`src/hw/core_pkg.sv`:
```
package core_pkg;

	// ------------------------------------------------------------
	// widths and fixed values
	// ------------------------------------------------------------
	localparam int xlen = 32;
	localparam int reg_count = 16;

	typedef logic [xlen-1:0] word_t;
	typedef logic [xlen-1:0] addr_t;
	typedef logic [31:0] inst_t;
	typedef logic [$clog2(reg_count)-1:0] reg_id_t;
	typedef logic [1:0] axi_resp_t;

	localparam addr_t reset_pc = 32'h0000_0000;
	localparam axi_resp_t axi_okay = 2'b00;

	// major opcodes of the supported subset
	localparam logic [6:0] opc_op = 7'b0110011;
	localparam logic [6:0] opc_op_imm = 7'b0010011;
	localparam logic [6:0] opc_lui = 7'b0110111;
	localparam logic [6:0] opc_jal = 7'b1101111;
	localparam logic [6:0] opc_branch = 7'b1100011;

	typedef enum logic [2:0] {
		alu_add,
		alu_sub,
		alu_and,
		alu_or,
		alu_xor,
		alu_pass_b
	} alu_op_e;

	// ------------------------------------------------------------
	// stage payloads
	// ------------------------------------------------------------
	typedef struct packed {
		addr_t pc;
		inst_t inst;
	} fetch_pkt_t;

	typedef struct packed {
		addr_t   pc;
		word_t   operand_a;
		word_t   operand_b;
		word_t   branch_rhs;   // rs2 value for the compare
		word_t   imm;
		alu_op_e alu_op;
		reg_id_t rd;
		logic    reg_write;
		logic    is_branch;
		logic    branch_ne;
		logic    is_jal;
	} exec_pkt_t;

	typedef struct packed {
		addr_t   pc;
		reg_id_t rd;
		logic    reg_write;
		word_t   result;
	} wb_pkt_t;

	typedef struct packed {
		logic    valid;
		addr_t   pc;
		reg_id_t rd;
		logic    reg_write;
		word_t   data;
	} retire_t;

	// forwarding source, valid only for a live register write
	typedef struct packed {
		logic    valid;
		reg_id_t rd;
		word_t   data;
	} bypass_t;

endpackage

```
`src/hw/pipe_stage.sv`:
```
module pipe_stage #(
	parameter int width = 32
) (
	input  logic             clock,
	input  logic             arst_n,
	input  logic             flush,
	input  logic             in_valid,
	output logic             in_ready,
	input  logic [width-1:0] in_data,
	output logic             out_valid,
	input  logic             out_ready,
	output logic [width-1:0] out_data
);
	logic             valid_q;
	logic [width-1:0] data_q;

	// free slot, or the current entry leaves this cycle
	assign in_ready = !valid_q || out_ready;
	assign out_valid = valid_q;
	assign out_data = data_q;

	always_ff @(posedge clock or negedge arst_n) begin
		if (!arst_n) begin
			valid_q <= 1'b0;
		end else if (flush) begin
			valid_q <= 1'b0;
		end else if (in_ready) begin
			valid_q <= in_valid;
		end
	end

	always_ff @(posedge clock) begin
		if (in_valid && in_ready) begin
			data_q <= in_data;
		end
	end

	a_hold_stable: assert property (@(posedge clock) disable iff (!arst_n)
		out_valid && !out_ready |=> $stable(out_data));

endmodule

```
`src/hw/fetch_unit.sv`:
```
module fetch_unit (
	input  logic                 clock,
	input  logic                 arst_n,
	input  logic                 flush,
	input  core_pkg::addr_t      flush_target,
	output logic                 ar_valid,
	output core_pkg::addr_t      ar_addr,
	input  logic                 ar_ready,
	input  logic                 r_valid,
	input  core_pkg::word_t      r_data,
	input  core_pkg::axi_resp_t  r_resp,
	output logic                 r_ready,
	output logic                 out_valid,
	input  logic                 out_ready,
	output core_pkg::fetch_pkt_t out_pkt
);
	typedef enum logic [1:0] {
		st_request,
		st_wait_data,
		st_hold
	} fetch_state_e;

	fetch_state_e    state_q;
	fetch_state_e    state_d;
	core_pkg::addr_t pc_q;
	core_pkg::addr_t pc_d;
	core_pkg::addr_t req_addr_q;
	core_pkg::addr_t req_addr_d;
	logic            stale_q;
	logic            stale_d;
	logic            ar_valid_q;
	core_pkg::inst_t inst_q;
	logic            ar_fire;
	logic            r_fire;
	logic            out_fire;

	assign ar_fire = ar_valid_q && ar_ready;
	assign r_fire = r_valid && r_ready;
	assign out_fire = out_valid && out_ready;

	assign ar_valid = ar_valid_q;
	assign ar_addr = req_addr_q;
	assign r_ready = (state_q == st_wait_data);
	assign out_valid = (state_q == st_hold);
	assign out_pkt.pc = pc_q;
	assign out_pkt.inst = inst_q;

	// ------------------------------------------------------------
	// next state
	// ------------------------------------------------------------
	always_comb begin
		state_d = state_q;
		pc_d = pc_q;
		req_addr_d = req_addr_q;
		stale_d = stale_q;
		case (state_q)
			st_request: begin
				if (ar_fire) begin
					state_d = st_wait_data;
				end
			end
			st_wait_data: begin
				if (r_fire && stale_q) begin
					// dropped beat, refetch at the redirected pc
					state_d = st_request;
					req_addr_d = pc_q;
					stale_d = 1'b0;
				end else if (r_fire) begin
					state_d = st_hold;
				end
			end
			default: begin
				if (out_fire) begin
					state_d = st_request;
					pc_d = pc_q + 32'd4;
					req_addr_d = pc_q + 32'd4;
				end
			end
		endcase
		// redirect; a read already on the bus must still complete
		if (flush) begin
			pc_d = flush_target;
			case (state_q)
				st_request: stale_d = 1'b1;
				st_wait_data: begin
					if (r_fire) begin
						state_d = st_request;
						req_addr_d = flush_target;
						stale_d = 1'b0;
					end else begin
						stale_d = 1'b1;
					end
				end
				default: begin
					state_d = st_request;
					req_addr_d = flush_target;
				end
			endcase
		end
	end

	always_ff @(posedge clock or negedge arst_n) begin
		if (!arst_n) begin
			state_q <= st_request;
			pc_q <= core_pkg::reset_pc;
			req_addr_q <= core_pkg::reset_pc;
			stale_q <= 1'b0;
			ar_valid_q <= 1'b0;
		end else begin
			state_q <= state_d;
			pc_q <= pc_d;
			req_addr_q <= req_addr_d;
			stale_q <= stale_d;
			// low in reset, so the first request shows one edge later
			ar_valid_q <= (state_d == st_request);
		end
	end

	// error response turns into an all-zero word, which decodes as no-write
	always_ff @(posedge clock) begin
		if (r_fire && !stale_q) begin
			inst_q <= (r_resp == core_pkg::axi_okay) ? r_data : '0;
		end
	end

	a_ar_stable: assert property (@(posedge clock) disable iff (!arst_n)
		ar_valid && !ar_ready |=> ar_valid && $stable(ar_addr));

endmodule

```
`src/hw/reg_file.sv`:
```
module reg_file (
	input  logic              clock,
	input  logic              arst_n,
	input  core_pkg::reg_id_t rs1,
	input  core_pkg::reg_id_t rs2,
	output core_pkg::word_t   rdata1,
	output core_pkg::word_t   rdata2,
	input  logic              we,
	input  core_pkg::reg_id_t wa,
	input  core_pkg::word_t   wd
);
	// x1 .. x15, x0 has no storage
	core_pkg::word_t [core_pkg::reg_count-1:1] regs_q;

	always_ff @(posedge clock or negedge arst_n) begin
		if (!arst_n) begin
			regs_q <= '0;
		end else if (we && wa != '0) begin
			regs_q[wa] <= wd;
		end
	end

	assign rdata1 = (rs1 == '0) ? '0 : regs_q[rs1];
	assign rdata2 = (rs2 == '0) ? '0 : regs_q[rs2];

	a_no_x0_write: assert property (@(posedge clock) disable iff (!arst_n)
		we && wa == '0 |=> $stable(regs_q));

endmodule

```
`src/hw/decode_unit.sv`:
```
module decode_unit (
	input  logic                 in_valid,
	output logic                 in_ready,
	input  core_pkg::fetch_pkt_t in_pkt,
	output core_pkg::reg_id_t    rs1,
	output core_pkg::reg_id_t    rs2,
	input  core_pkg::word_t      rdata1,
	input  core_pkg::word_t      rdata2,
	input  core_pkg::bypass_t    ex_bypass,
	input  core_pkg::bypass_t    wb_bypass,
	output logic                 out_valid,
	input  logic                 out_ready,
	output core_pkg::exec_pkt_t  out_pkt
);
	core_pkg::inst_t inst;
	logic [6:0]      opcode;
	logic [2:0]      funct3;
	logic [6:0]      funct7;
	core_pkg::word_t imm_i;
	core_pkg::word_t imm_u;
	core_pkg::word_t imm_j;
	core_pkg::word_t imm_b;
	core_pkg::word_t imm_sel;
	core_pkg::word_t src1;
	core_pkg::word_t src2;
	logic            use_imm;
	// rv32e has x0..x15, a set top bit in a register field is illegal
	logic            r_ok;
	logic            i_ok;
	logic            u_ok;
	logic            b_ok;

	// youngest producer wins
	function automatic core_pkg::word_t pick_operand(
		input core_pkg::reg_id_t idx,
		input core_pkg::word_t   rf_data,
		input core_pkg::bypass_t ex,
		input core_pkg::bypass_t wb
	);
		core_pkg::word_t val;
		if (idx == '0) begin
			val = '0;
		end else if (ex.valid && ex.rd == idx) begin
			val = ex.data;
		end else if (wb.valid && wb.rd == idx) begin
			val = wb.data;
		end else begin
			val = rf_data;
		end
		return val;
	endfunction

	assign in_ready = out_ready;
	assign out_valid = in_valid;

	assign inst = in_pkt.inst;
	assign opcode = inst[6:0];
	assign funct3 = inst[14:12];
	assign funct7 = inst[31:25];
	assign rs1 = inst[18:15];
	assign rs2 = inst[23:20];

	assign r_ok = !inst[11] && !inst[19] && !inst[24];
	assign i_ok = !inst[11] && !inst[19];
	assign u_ok = !inst[11];
	assign b_ok = !inst[19] && !inst[24];

	// ------------------------------------------------------------
	// immediates
	// ------------------------------------------------------------
	assign imm_i = {{20{inst[31]}}, inst[31:20]};
	assign imm_u = {inst[31:12], 12'b0};
	assign imm_j = {{12{inst[31]}}, inst[19:12], inst[20], inst[30:21], 1'b0};
	assign imm_b = {{20{inst[31]}}, inst[7], inst[30:25], inst[11:8], 1'b0};

	assign src1 = pick_operand(rs1, rdata1, ex_bypass, wb_bypass);
	assign src2 = pick_operand(rs2, rdata2, ex_bypass, wb_bypass);

	always_comb begin
		out_pkt = '0;
		out_pkt.pc = in_pkt.pc;
		out_pkt.rd = inst[10:7];
		out_pkt.alu_op = core_pkg::alu_add;
		use_imm = 1'b0;
		imm_sel = imm_i;
		case (opcode)
			core_pkg::opc_op: begin
				out_pkt.reg_write = r_ok;
				case ({funct7, funct3})
					10'b0000000_000: out_pkt.alu_op = core_pkg::alu_add;
					10'b0100000_000: out_pkt.alu_op = core_pkg::alu_sub;
					10'b0000000_111: out_pkt.alu_op = core_pkg::alu_and;
					10'b0000000_110: out_pkt.alu_op = core_pkg::alu_or;
					10'b0000000_100: out_pkt.alu_op = core_pkg::alu_xor;
					default: out_pkt.reg_write = 1'b0;
				endcase
			end
			core_pkg::opc_op_imm: begin
				// addi only
				out_pkt.reg_write = i_ok && (funct3 == 3'b000);
				use_imm = 1'b1;
			end
			core_pkg::opc_lui: begin
				out_pkt.reg_write = u_ok;
				out_pkt.alu_op = core_pkg::alu_pass_b;
				use_imm = 1'b1;
				imm_sel = imm_u;
			end
			core_pkg::opc_jal: begin
				out_pkt.reg_write = u_ok;
				out_pkt.is_jal = u_ok;
				imm_sel = imm_j;
			end
			core_pkg::opc_branch: begin
				out_pkt.is_branch = b_ok && (funct3[2:1] == 2'b00);
				out_pkt.branch_ne = funct3[0];
				imm_sel = imm_b;
			end
			default: begin
				// unknown word goes down the pipe as no-write
				out_pkt.reg_write = 1'b0;
			end
		endcase
		out_pkt.operand_a = src1;
		out_pkt.operand_b = use_imm ? imm_sel : src2;
		out_pkt.branch_rhs = src2;
		out_pkt.imm = imm_sel;
	end

endmodule

```
`src/hw/execute_unit.sv`:
```
module execute_unit (
	input  logic                in_valid,
	output logic                in_ready,
	input  core_pkg::exec_pkt_t in_pkt,
	output logic                out_valid,
	input  logic                out_ready,
	output core_pkg::wb_pkt_t   out_pkt,
	output core_pkg::bypass_t   ex_bypass,
	output logic                flush,
	output core_pkg::addr_t     flush_target
);
	core_pkg::word_t alu_result;
	core_pkg::word_t result;
	logic            operands_equal;
	logic            taken;

	assign in_ready = out_ready;
	assign out_valid = in_valid;

	// ------------------------------------------------------------
	// alu
	// ------------------------------------------------------------
	always_comb begin
		case (in_pkt.alu_op)
			core_pkg::alu_add: alu_result = in_pkt.operand_a + in_pkt.operand_b;
			core_pkg::alu_sub: alu_result = in_pkt.operand_a - in_pkt.operand_b;
			core_pkg::alu_and: alu_result = in_pkt.operand_a & in_pkt.operand_b;
			core_pkg::alu_or: alu_result = in_pkt.operand_a | in_pkt.operand_b;
			core_pkg::alu_xor: alu_result = in_pkt.operand_a ^ in_pkt.operand_b;
			default: alu_result = in_pkt.operand_b;
		endcase
	end

	// link address for jal
	assign result = in_pkt.is_jal ? in_pkt.pc + 32'd4 : alu_result;

	// ------------------------------------------------------------
	// branch resolution
	// ------------------------------------------------------------
	assign operands_equal = (in_pkt.operand_a == in_pkt.branch_rhs);
	assign taken = in_pkt.is_jal || (in_pkt.is_branch && (operands_equal ^ in_pkt.branch_ne));

	// only when the redirecting instruction really moves on
	assign flush = in_valid && in_ready && taken;
	assign flush_target = in_pkt.pc + in_pkt.imm;

	assign out_pkt.pc = in_pkt.pc;
	assign out_pkt.rd = in_pkt.rd;
	assign out_pkt.reg_write = in_pkt.reg_write;
	assign out_pkt.result = result;

	assign ex_bypass.valid = in_valid && in_pkt.reg_write;
	assign ex_bypass.rd = in_pkt.rd;
	assign ex_bypass.data = result;

endmodule

```
`src/hw/rv_core.sv`:
```
module rv_core (
	input  logic                clock,
	input  logic                arst_n,
	output logic                ar_valid,
	output core_pkg::addr_t     ar_addr,
	input  logic                ar_ready,
	input  logic                r_valid,
	input  core_pkg::word_t     r_data,
	input  core_pkg::axi_resp_t r_resp,
	output logic                r_ready,
	output core_pkg::retire_t   retire
);
	logic                 fetch_valid;
	logic                 fetch_ready;
	core_pkg::fetch_pkt_t fetch_pkt;
	logic                 ifid_valid;
	logic                 ifid_ready;
	core_pkg::fetch_pkt_t ifid_pkt;
	logic                 dec_valid;
	logic                 dec_ready;
	core_pkg::exec_pkt_t  dec_pkt;
	logic                 idex_valid;
	logic                 idex_ready;
	core_pkg::exec_pkt_t  idex_pkt;
	logic                 ex_valid;
	logic                 ex_ready;
	core_pkg::wb_pkt_t    ex_pkt;
	logic                 exwb_valid;
	core_pkg::wb_pkt_t    exwb_pkt;
	core_pkg::bypass_t    ex_bypass;
	core_pkg::bypass_t    wb_bypass;
	core_pkg::reg_id_t    rs1;
	core_pkg::reg_id_t    rs2;
	core_pkg::word_t      rdata1;
	core_pkg::word_t      rdata2;
	logic                 flush;
	core_pkg::addr_t      flush_target;

	fetch_unit u_fetch (
		.clock(clock), .arst_n(arst_n), .flush(flush), .flush_target(flush_target),
		.ar_valid(ar_valid), .ar_addr(ar_addr), .ar_ready(ar_ready),
		.r_valid(r_valid), .r_data(r_data), .r_resp(r_resp), .r_ready(r_ready),
		.out_valid(fetch_valid), .out_ready(fetch_ready), .out_pkt(fetch_pkt)
	);

	pipe_stage #(.width($bits(core_pkg::fetch_pkt_t))) u_ifid (
		.clock(clock), .arst_n(arst_n), .flush(flush),
		.in_valid(fetch_valid), .in_ready(fetch_ready), .in_data(fetch_pkt),
		.out_valid(ifid_valid), .out_ready(ifid_ready), .out_data(ifid_pkt)
	);

	decode_unit u_decode (
		.in_valid(ifid_valid), .in_ready(ifid_ready), .in_pkt(ifid_pkt),
		.rs1(rs1), .rs2(rs2), .rdata1(rdata1), .rdata2(rdata2),
		.ex_bypass(ex_bypass), .wb_bypass(wb_bypass),
		.out_valid(dec_valid), .out_ready(dec_ready), .out_pkt(dec_pkt)
	);

	pipe_stage #(.width($bits(core_pkg::exec_pkt_t))) u_idex (
		.clock(clock), .arst_n(arst_n), .flush(flush),
		.in_valid(dec_valid), .in_ready(dec_ready), .in_data(dec_pkt),
		.out_valid(idex_valid), .out_ready(idex_ready), .out_data(idex_pkt)
	);

	execute_unit u_execute (
		.in_valid(idex_valid), .in_ready(idex_ready), .in_pkt(idex_pkt),
		.out_valid(ex_valid), .out_ready(ex_ready), .out_pkt(ex_pkt),
		.ex_bypass(ex_bypass), .flush(flush), .flush_target(flush_target)
	);

	// holds the redirecting instruction itself, never flushed; retire is always ready
	pipe_stage #(.width($bits(core_pkg::wb_pkt_t))) u_exwb (
		.clock(clock), .arst_n(arst_n), .flush(1'b0),
		.in_valid(ex_valid), .in_ready(ex_ready), .in_data(ex_pkt),
		.out_valid(exwb_valid), .out_ready(1'b1), .out_data(exwb_pkt)
	);

	reg_file u_regs (
		.clock(clock), .arst_n(arst_n), .rs1(rs1), .rs2(rs2),
		.rdata1(rdata1), .rdata2(rdata2),
		.we(exwb_valid && exwb_pkt.reg_write), .wa(exwb_pkt.rd), .wd(exwb_pkt.result)
	);

	// ------------------------------------------------------------
	// writeback
	// ------------------------------------------------------------
	assign wb_bypass.valid = exwb_valid && exwb_pkt.reg_write;
	assign wb_bypass.rd = exwb_pkt.rd;
	assign wb_bypass.data = exwb_pkt.result;

	assign retire.valid = exwb_valid;
	assign retire.pc = exwb_pkt.pc;
	assign retire.rd = exwb_pkt.rd;
	assign retire.reg_write = exwb_pkt.reg_write;
	assign retire.data = exwb_pkt.result;

endmodule

```
`config.mk`:
```
export PLATFORM = sky130hd
export DESIGN_NAME = rv_core
export DESIGN_NICKNAME = d
export VERILOG_FILES = /design/src/hw/core_pkg.sv /design/src/hw/pipe_stage.sv /design/src/hw/fetch_unit.sv /design/src/hw/reg_file.sv /design/src/hw/decode_unit.sv /design/src/hw/execute_unit.sv /design/src/hw/rv_core.sv
export SDC_FILE = /design/constraint.sdc
export NUM_CORES = 2
export LEC_CHECK = 0
export ABC_AREA = 1
export BUFFER_PORTS_ARGS = -buffer_cell sky130_fd_sc_hd__clkbuf_2
export CORE_MARGIN = 2
export CORE_UTILIZATION = 58
export CTS_BUF_LIST = sky130_fd_sc_hd__clkbuf_16
export DETAILED_ROUTE_END_ITERATION = 12
export GPL_ROUTABILITY_DRIVEN = 0
export PLACE_DENSITY_LB_ADDON = 0.05
export SETUP_SLACK_MARGIN = 0.3
export SYNTH_ARGS = -nofsm -noshare
export SYNTH_HDL_FRONTEND = slang
export SYNTH_SLANG_ARGS = --single-unit
```
`constraint.sdc`:
```
create_clock -name clock -period 8.92 [get_ports clock]
set_clock_uncertainty 0.2 [all_clocks]
set_input_delay 1.338 -clock clock [delete_from_list [all_inputs] [get_ports clock]]
set_output_delay 1.338 -clock clock [all_outputs]
set_load 0.01 [all_outputs]
```
# [Word-level counts from Yosys, hierarchy flattened]
# Cells that the tools add are included.
[totals] regBits=887 in_bits=38 out_inout_bits=104 elab_cells=149
[classes] addsub=5 order_cmp=4 n_eq_ne=21 n_mux=45 bitwise=4 reduce_logical=40
[ops] cell="two-way mux 32 bit" n=17
[ops] cell="bitwise mux 480 bit" n=1
[ops] cell="binary-select mux 32 bit (select 4 bit)" n=2
[ops] cell="one-hot mux 32 bit (5 select lines)" n=1
[ops] cell="demux 32 bit (select 4 bit)" n=1
[ops] cell="one-hot mux 32 bit (2 select lines)" n=2
[ops] cell="one-hot mux 31 bit (3 select lines)" n=1
[ops] cell="adder 32 x 3 -> 32 bit (second input constant)" n=2
[ops] cell="adder 32 bit" n=2
[ops] cell="AND 32 bit" n=1
[ops] cell="equality test 32 bit" n=1
[ops] cell="bitwise OR 32 bit" n=1
[ops] cell="subtractor 32 bit" n=1
[ops] cell="XOR 32 bit" n=1
[ops] cell="equality test 10 x 3 -> 1 bit (second input constant)" n=3
[ops] cell="logical AND 1 bit" n=19
[ops] cell="equality test 4 bit" n=4
[ops] cell="< comparator 4 x 5 -> 1 bit (second input constant)" n=3
[ops] cell="equality test 7 x 6 -> 1 bit (second input constant)" n=2
[ops] cell="equality test 7 bit (second input constant)" n=2
[ops] cell="two-way mux 2 bit" n=6
[ops] cell="one-hot mux 3 bit (4 select lines)" n=1
[ops] cell="equality test 10 x 9 -> 1 bit (second input constant)" n=1
[ops] cell="zero test 10 bit" n=1
[ops] cell="other kinds (24)" n=43

# [Longest topological paths before layout]
[logic_depth] depth_word=9 ltp_mapped=27 depth_no_buf=27

# [Hierarchy]
# Synthesis repeated with hierarchy kept, for this count alone.
[unflattened] cells_unflattened=7869 hier_area_um2=55887.4
[by_module_without_submodules] module="reg_file" instances=1 cells_per_inst=4266 area_each_um2=27687.8 seq_area_each_um2=12011.5
[by_module_without_submodules] module="execute_unit" instances=1 cells_per_inst=1679 area_each_um2=9203.8 seq_area_each_um2=0.0
[by_module_without_submodules] module="fetch_unit" instances=1 cells_per_inst=765 area_each_um2=5931.9 seq_area_each_um2=2662.6
[by_module_without_submodules] module="pipe_stage at u_idex" instances=1 cells_per_inst=179 area_each_um2=5191.2 seq_area_each_um2=5159.9
[by_module_without_submodules] module="decode_unit" instances=1 cells_per_inst=826 area_each_um2=3743.6 seq_area_each_um2=0.0
[by_module_without_submodules] module="pipe_stage at u_exwb" instances=1 cells_per_inst=77 area_each_um2=2128.3 seq_area_each_um2=2097.0
[by_module_without_submodules] module="pipe_stage at u_ifid" instances=1 cells_per_inst=72 area_each_um2=1978.1 seq_area_each_um2=1946.9
[by_module_without_submodules] module="rv_core" instances=1 cells_per_inst=5 area_each_um2=22.5 seq_area_each_um2=0.0

# [Worst setup path before layout]
# Ideal clock, no wire load.
[synth_path] kind="register to register" from="register u_ifid.valid_q, in the netlist u_ifid.out_valid" to="register u_idex.data_q[0], in the netlist u_idex.out_data[0], enable pin" setup_time_ns=0.532 t_arrival_ns=3.772 t_required_ns=8.188 slack_ns=4.416 stages_incl_launch_ff=1 path_buffers=0 synth_period_minus_slack_ns=4.504 path_cell_list="dfrtp_1"
[synth_rtl] item="start: declaration" line_no="pipe_stage.sv:14" text="logic valid_q;"
[synth_rtl] item="start signal: assignment" line_no="pipe_stage.sv:28" text="valid_q <= in_valid;"
[synth_rtl] item="end signal: assignment" line_no="pipe_stage.sv:34" text="data_q <= in_data;"
[synth_rtl] item="end: declaration" line_no="pipe_stage.sv:15" text="logic [width-1:0] data_q;"
# No word-level cell between the ends.

# [Worst setup path after layout]
[layout_path] from="register u_ifid.data_q[16], in the netlist u_ifid.out_data[16]" to="register u_idex.data_q[119], in the netlist u_idex.out_data[119] (data pin)"
[layout_via] elab_chain_len=4 word_cells_on_any_way=9 cone_classes="eq/ne: 2; mux: 4; reduce/logical: 3"
[layout_lines] item="start: declaration" line_no="pipe_stage.sv:15"
[layout_lines] item="start signal: assignment" line_no="pipe_stage.sv:34"
[layout_lines] item="binary-select mux 32 bit (select 4 bit) or equality test 4 bit (tied branches)" line_no="reg_file.sv:23, decode_unit.sv:45"
[layout_lines] item="two-way mux 32 bit (not written as such) or logical AND 1 bit (tied branches)" line_no="reg_file.sv:23, decode_unit.sv:45"
[layout_lines] item="two-way mux 32 bit" line_no="decode_unit.sv:45" text="end else if (wb.valid && wb.rd == idx) begin"
[layout_lines] item="two-way mux 32 bit" line_no="decode_unit.sv:43" text="end else if (ex.valid && ex.rd == idx) begin"
# Several ways; a longest one is shown, not always the timed one. The select of a mux whose other input is x is not followed.
# A chain may end at the register's enable or synchronous reset.

==> key figures <==
Outcome
  • Run status: complete, no violations

STA
  • Total negative slack: 0 ns
  • Setup-failing EPs final: 0
  • Final slew viol count: 0
  • Crit share post-route: 53.9%
  • Unrepaired setup endpoints after global routing: false
  • Final Hold Fails: 0
  • Achievable Freq: 208 MHz
  • Slew HR: 22.4%
  • Final WS setup: 4.11 ns
  • Worst-margin pin slew: 1.16 ns
  • Minimum clock period: approximately 4.8 ns

Drt
  • Vias: about 50000
  • Starting DRT DRC Count: 7323
  • Top layer in use: met5
  • Met3 Wirelength: 25900 um
  • WL/cell: 24.6 um
  • DR vias/cell: 6.38
  • Post-Route WL: 190000 um
  • Routed Antenna Nets: 0
  • # DRC: 0
  • WL met2: slightly below 80000 um
  • Total iterations of the first detailed-routing run: 8
  • Wl on met1: 74700 um

Floorplanning
  • Row count: roughly 110
  • Die ar.: 0.0915 mm^2
  • Io pins: about 140
  • Initial Util: between 50% and 60%
  • Die Ht: 302 um
  • DIE WIDTH: 302 um
  • CORE AREA: 0.0884 mm^2

GRT
  • Pin count of the biggest net entering global routing: approximately 170
  • GRT overflow: 0
  • Initial antenna violation count: 3
  • GRT Overall Usage: between 40% and 50%
  • First-pass GRT wire length: roughly 280000 um
  • Number of global-route vias before repair: 45400

Finish
  • Share of cells above drive strength 1: 7.08%
  • Final Instance Area: 0.0560 mm^2
  • Layout net count: 6667
  • Fillers: about 7900
  • Synth-to-layout area growth: 8.32%

Power
  • Seq pwr share: between 30% and 40%
  • Cell-internal power: 11.2 mW
  • Switch Pwr: 9.24 mW
  • VDD IR max: between 0.0002 and 0.0003 V
  • Leakage: around 25 nW
  • Sw Ratio: between 40 and 50%
  • PwrDens: 365 mW/mm^2
  • Combinational group share of total power: between 40% and 50%
  • Clock power frac: 19.7%

Clocking
  • Clk root buf: clkbuf_16
  • CTS Buf Count: 96
  • Clock Latency Late Sink: 0.71 ns
  • Setup bufs post-CTS: 0
  • Hold-fix buffers, CTS: 0
  • Reg clk slew, reported paths: 0.07 ns
  • Clock tree buffer depth: 3
  • H-tree depth: 3
  • Post-CTS Resized: 0
  • CTS tree: yes
  • Clk sinks: 887

Job
  • Max-cap viol count: 0

Placement
  • DP Area: 0.0528 mm^2
  • Port buffer count: 141
  • Post-Place Worst Slack: approximately 4.4 ns
  • DP HPWL: 120000 um

Yosys
  • Synth top area cells: dfrtp_1, edfxtp_1, nand2_1, o21ai_0, inv_1
  • Post-synth top flop: dfrtp_1
  • Area leader, netlist: dfrtp_1
  • Synth Area per Inst: 7.84 um^2
  • Syn Inst Count: around 6600
  • Sequential element share of the synthesized area: 46.2%
  • Synth Net Count: 6755
  • Warnings from Yosys: 0
  • Synth unique cells: 65
  • Async SR Flop Fraction: 62.1%
  • Top cell type's share of synthesized area: 26.7%
  • Synth Cell Area: 0.0517 mm^2
  • Post-synth EDFFs: 336
  • #FFs+latches synth: 887

Setup path
  • Slowest-stage cell, CP: buf_4
  • Worst Path Max Fanout: 66
  • CP Capture Type: flop
  • Setup CP Type: reg2reg
  • CP max stage delay: 0.94 ns
  • Startpoint Class: flop
  • CP Cell Sequence: buf_4, buf_4, nor2_4, buf_4, a221oi_1, o21ai_0, nand3_1, nand3_1, o21ai_1, a21oi_1, o21ai_1, inv_1
  • CP arrival: roughly 5.2 ns
  • Family with the most delay on the worst path: buffers and inverters
  • Most used cell, CP: buf_4
  • Buf/Inv on CP: 4
  • R2R Setup Slk: 4.11 ns
  • CP required: 9.30 ns

Hold path
  • Hold Crit Class: reg2reg
## sequential cells by signal (all words and copies together) (netlist names)
signal and cells:
u_regs.regs_q 480, u_idex.out_data 171, u_exwb.out_data 69, u_ifid.out_data 64
u_fetch.ar_addr 32, u_fetch.inst_q 32, u_fetch.pc_q 32, u_fetch.state_q 2
u_exwb.out_valid 1, u_fetch.ar_valid 1, u_fetch.stale_q 1, u_idex.out_valid 1
u_ifid.out_valid 1
## final timing paths
check	from	end	cells after the start
max in group asynchronous	arst_n	u_idex.out_valid	3
worst min register to register	u_ifid.out_data[49]	u_idex.out_data[156]	0
worst min-delay path	u_ifid.out_data[49]	u_idex.out_data[156]	0
min in group asynchronous	arst_n	u_regs.regs_q[437]	1
worst max register to register	u_ifid.out_data[16]	u_idex.out_data[119]	12
worst max-delay path	u_ifid.out_data[16]	u_idex.out_data[119]	12
## cell usage in the layout (no fill, tap or decap), types with 10 or more instances in the layout
cell type  synthesis  final
nand2_1         1477   1473
o21ai_0         1011   1011
inv_1            644    660
dfrtp_1          551    549
nor2_1           465    462
nand3_1          401    389
a21oi_1          389    389
edfxtp_1         336    336
clkbuf_2           1    140
ha_1             129    129
clkbuf_16          0    101
o211ai_1          88     88
o221ai_1          83     83
xor2_1            75     75
buf_4             14     71
nor3_1            67     67
o21ai_1           60     60
o22ai_1           44     44
nand4_1           43     43
a221oi_1          42     42
a211oi_1          32     32
clkinv_1           1     26
o2111ai_1         26     26
or2_2             24     24
inv_2             22     23
xnor2_1           23     23
nand3b_1          22     22
clkinv_2           0     20
nand3_2            4     16
nor4_1            12     12
o21a_1            12     12
nand2_2            9     11
a31oi_1           10     10
nor2_2            11     10
## Yosys cell counts (21+ instances only)
library cell	n
o211ai_1	88
xor2_1	75
nand3b_1	22
o2111ai_1	26
a221oi_1	42
xnor2_1	23
buf_2	117
dfrtp_1	551
nand2_1	1477
o22ai_1	44
a211oi_1	32
nor2_1	465
o21ai_1	60
o21ai_0	1011
edfxtp_1	336
buf_1	21
a21oi_1	389
nor3_1	67
nand4_1	43
nand3_1	401
or2_2	24
inv_1	644
clkbuf_1	247
inv_2	22
o221ai_1	83
ha_1	129
## metal layers
layer / GRT usage (%) / up-vias
li1: - / 22200
met1: 58.1 / 23000
met2: 59.0 / 3577
met3: 10.3 / 600
met4: 21.2 / 4
met5: 0 / -
## final cells by class
cell class	instances	area [um^2]	area share [%]
well taps	1165	1460	2.61
flip-flops and latches	887	23900	42.7
inverters	668	2510	4.49
multi-input cells	4629	23700	42.3
clock buffers	101	2530	4.52
repair buffers	216	1330	2.37
diodes	1	2.50	0.00447
clock inverters	77	579	1.04
## per-stage QoR
| step | util [%] | power [mW] | std cells | hold slack (ns) |
|---|---|---|---|---|
| 2_1_floorplan | - | 13.1 | 6586 | 0.200 |
| 3_3_place_gp | 59.8 | 15.9 | 7565 | 0.201 |
| 3_5_place_dp | 59.8 | 16.0 | 7565 | 0.205 |
| 4_1_cts | 63.3 | 20.1 | 7743 | 0.202 |
| 5_1_grt | 63.3 | 21.6 | 7743 | 0.221 |
| 6_report | 63.3 | 20.4 | 7744 | 0.205 |
## power by group through the flow
stage / Combinational [mW] / Sequential [mW] / Clock (mW)
after floorplan: 5.69 / 7.37 / 0
after global placement: 8.07 / 7.80 / 0
after detailed placement: 8.21 / 7.83 / 0
after CTS: 8.27 / 7.78 / 4.03
after global routing: 9.42 / 8.02 / 4.19
final: 8.50 / 7.88 / 4.02
## cell families (layout without fill, tap and decap cells)
kind of cell               Yosys count  in the layout  synth area share, %
AOI/OAI and AO/OA                 1840           1840                 20.0
xor gates and xnor gates            98             98                 1.66
adders and majority gates          131            131                 3.20
buffers and inverters             1070           1062                 8.20
DFF                                887            887                 46.2
muxes                                2              2               0.0436
other                                0              1                    0
and+or+nand+nor                   2558           2558                 20.7
(Power assumes the default switching activity.)
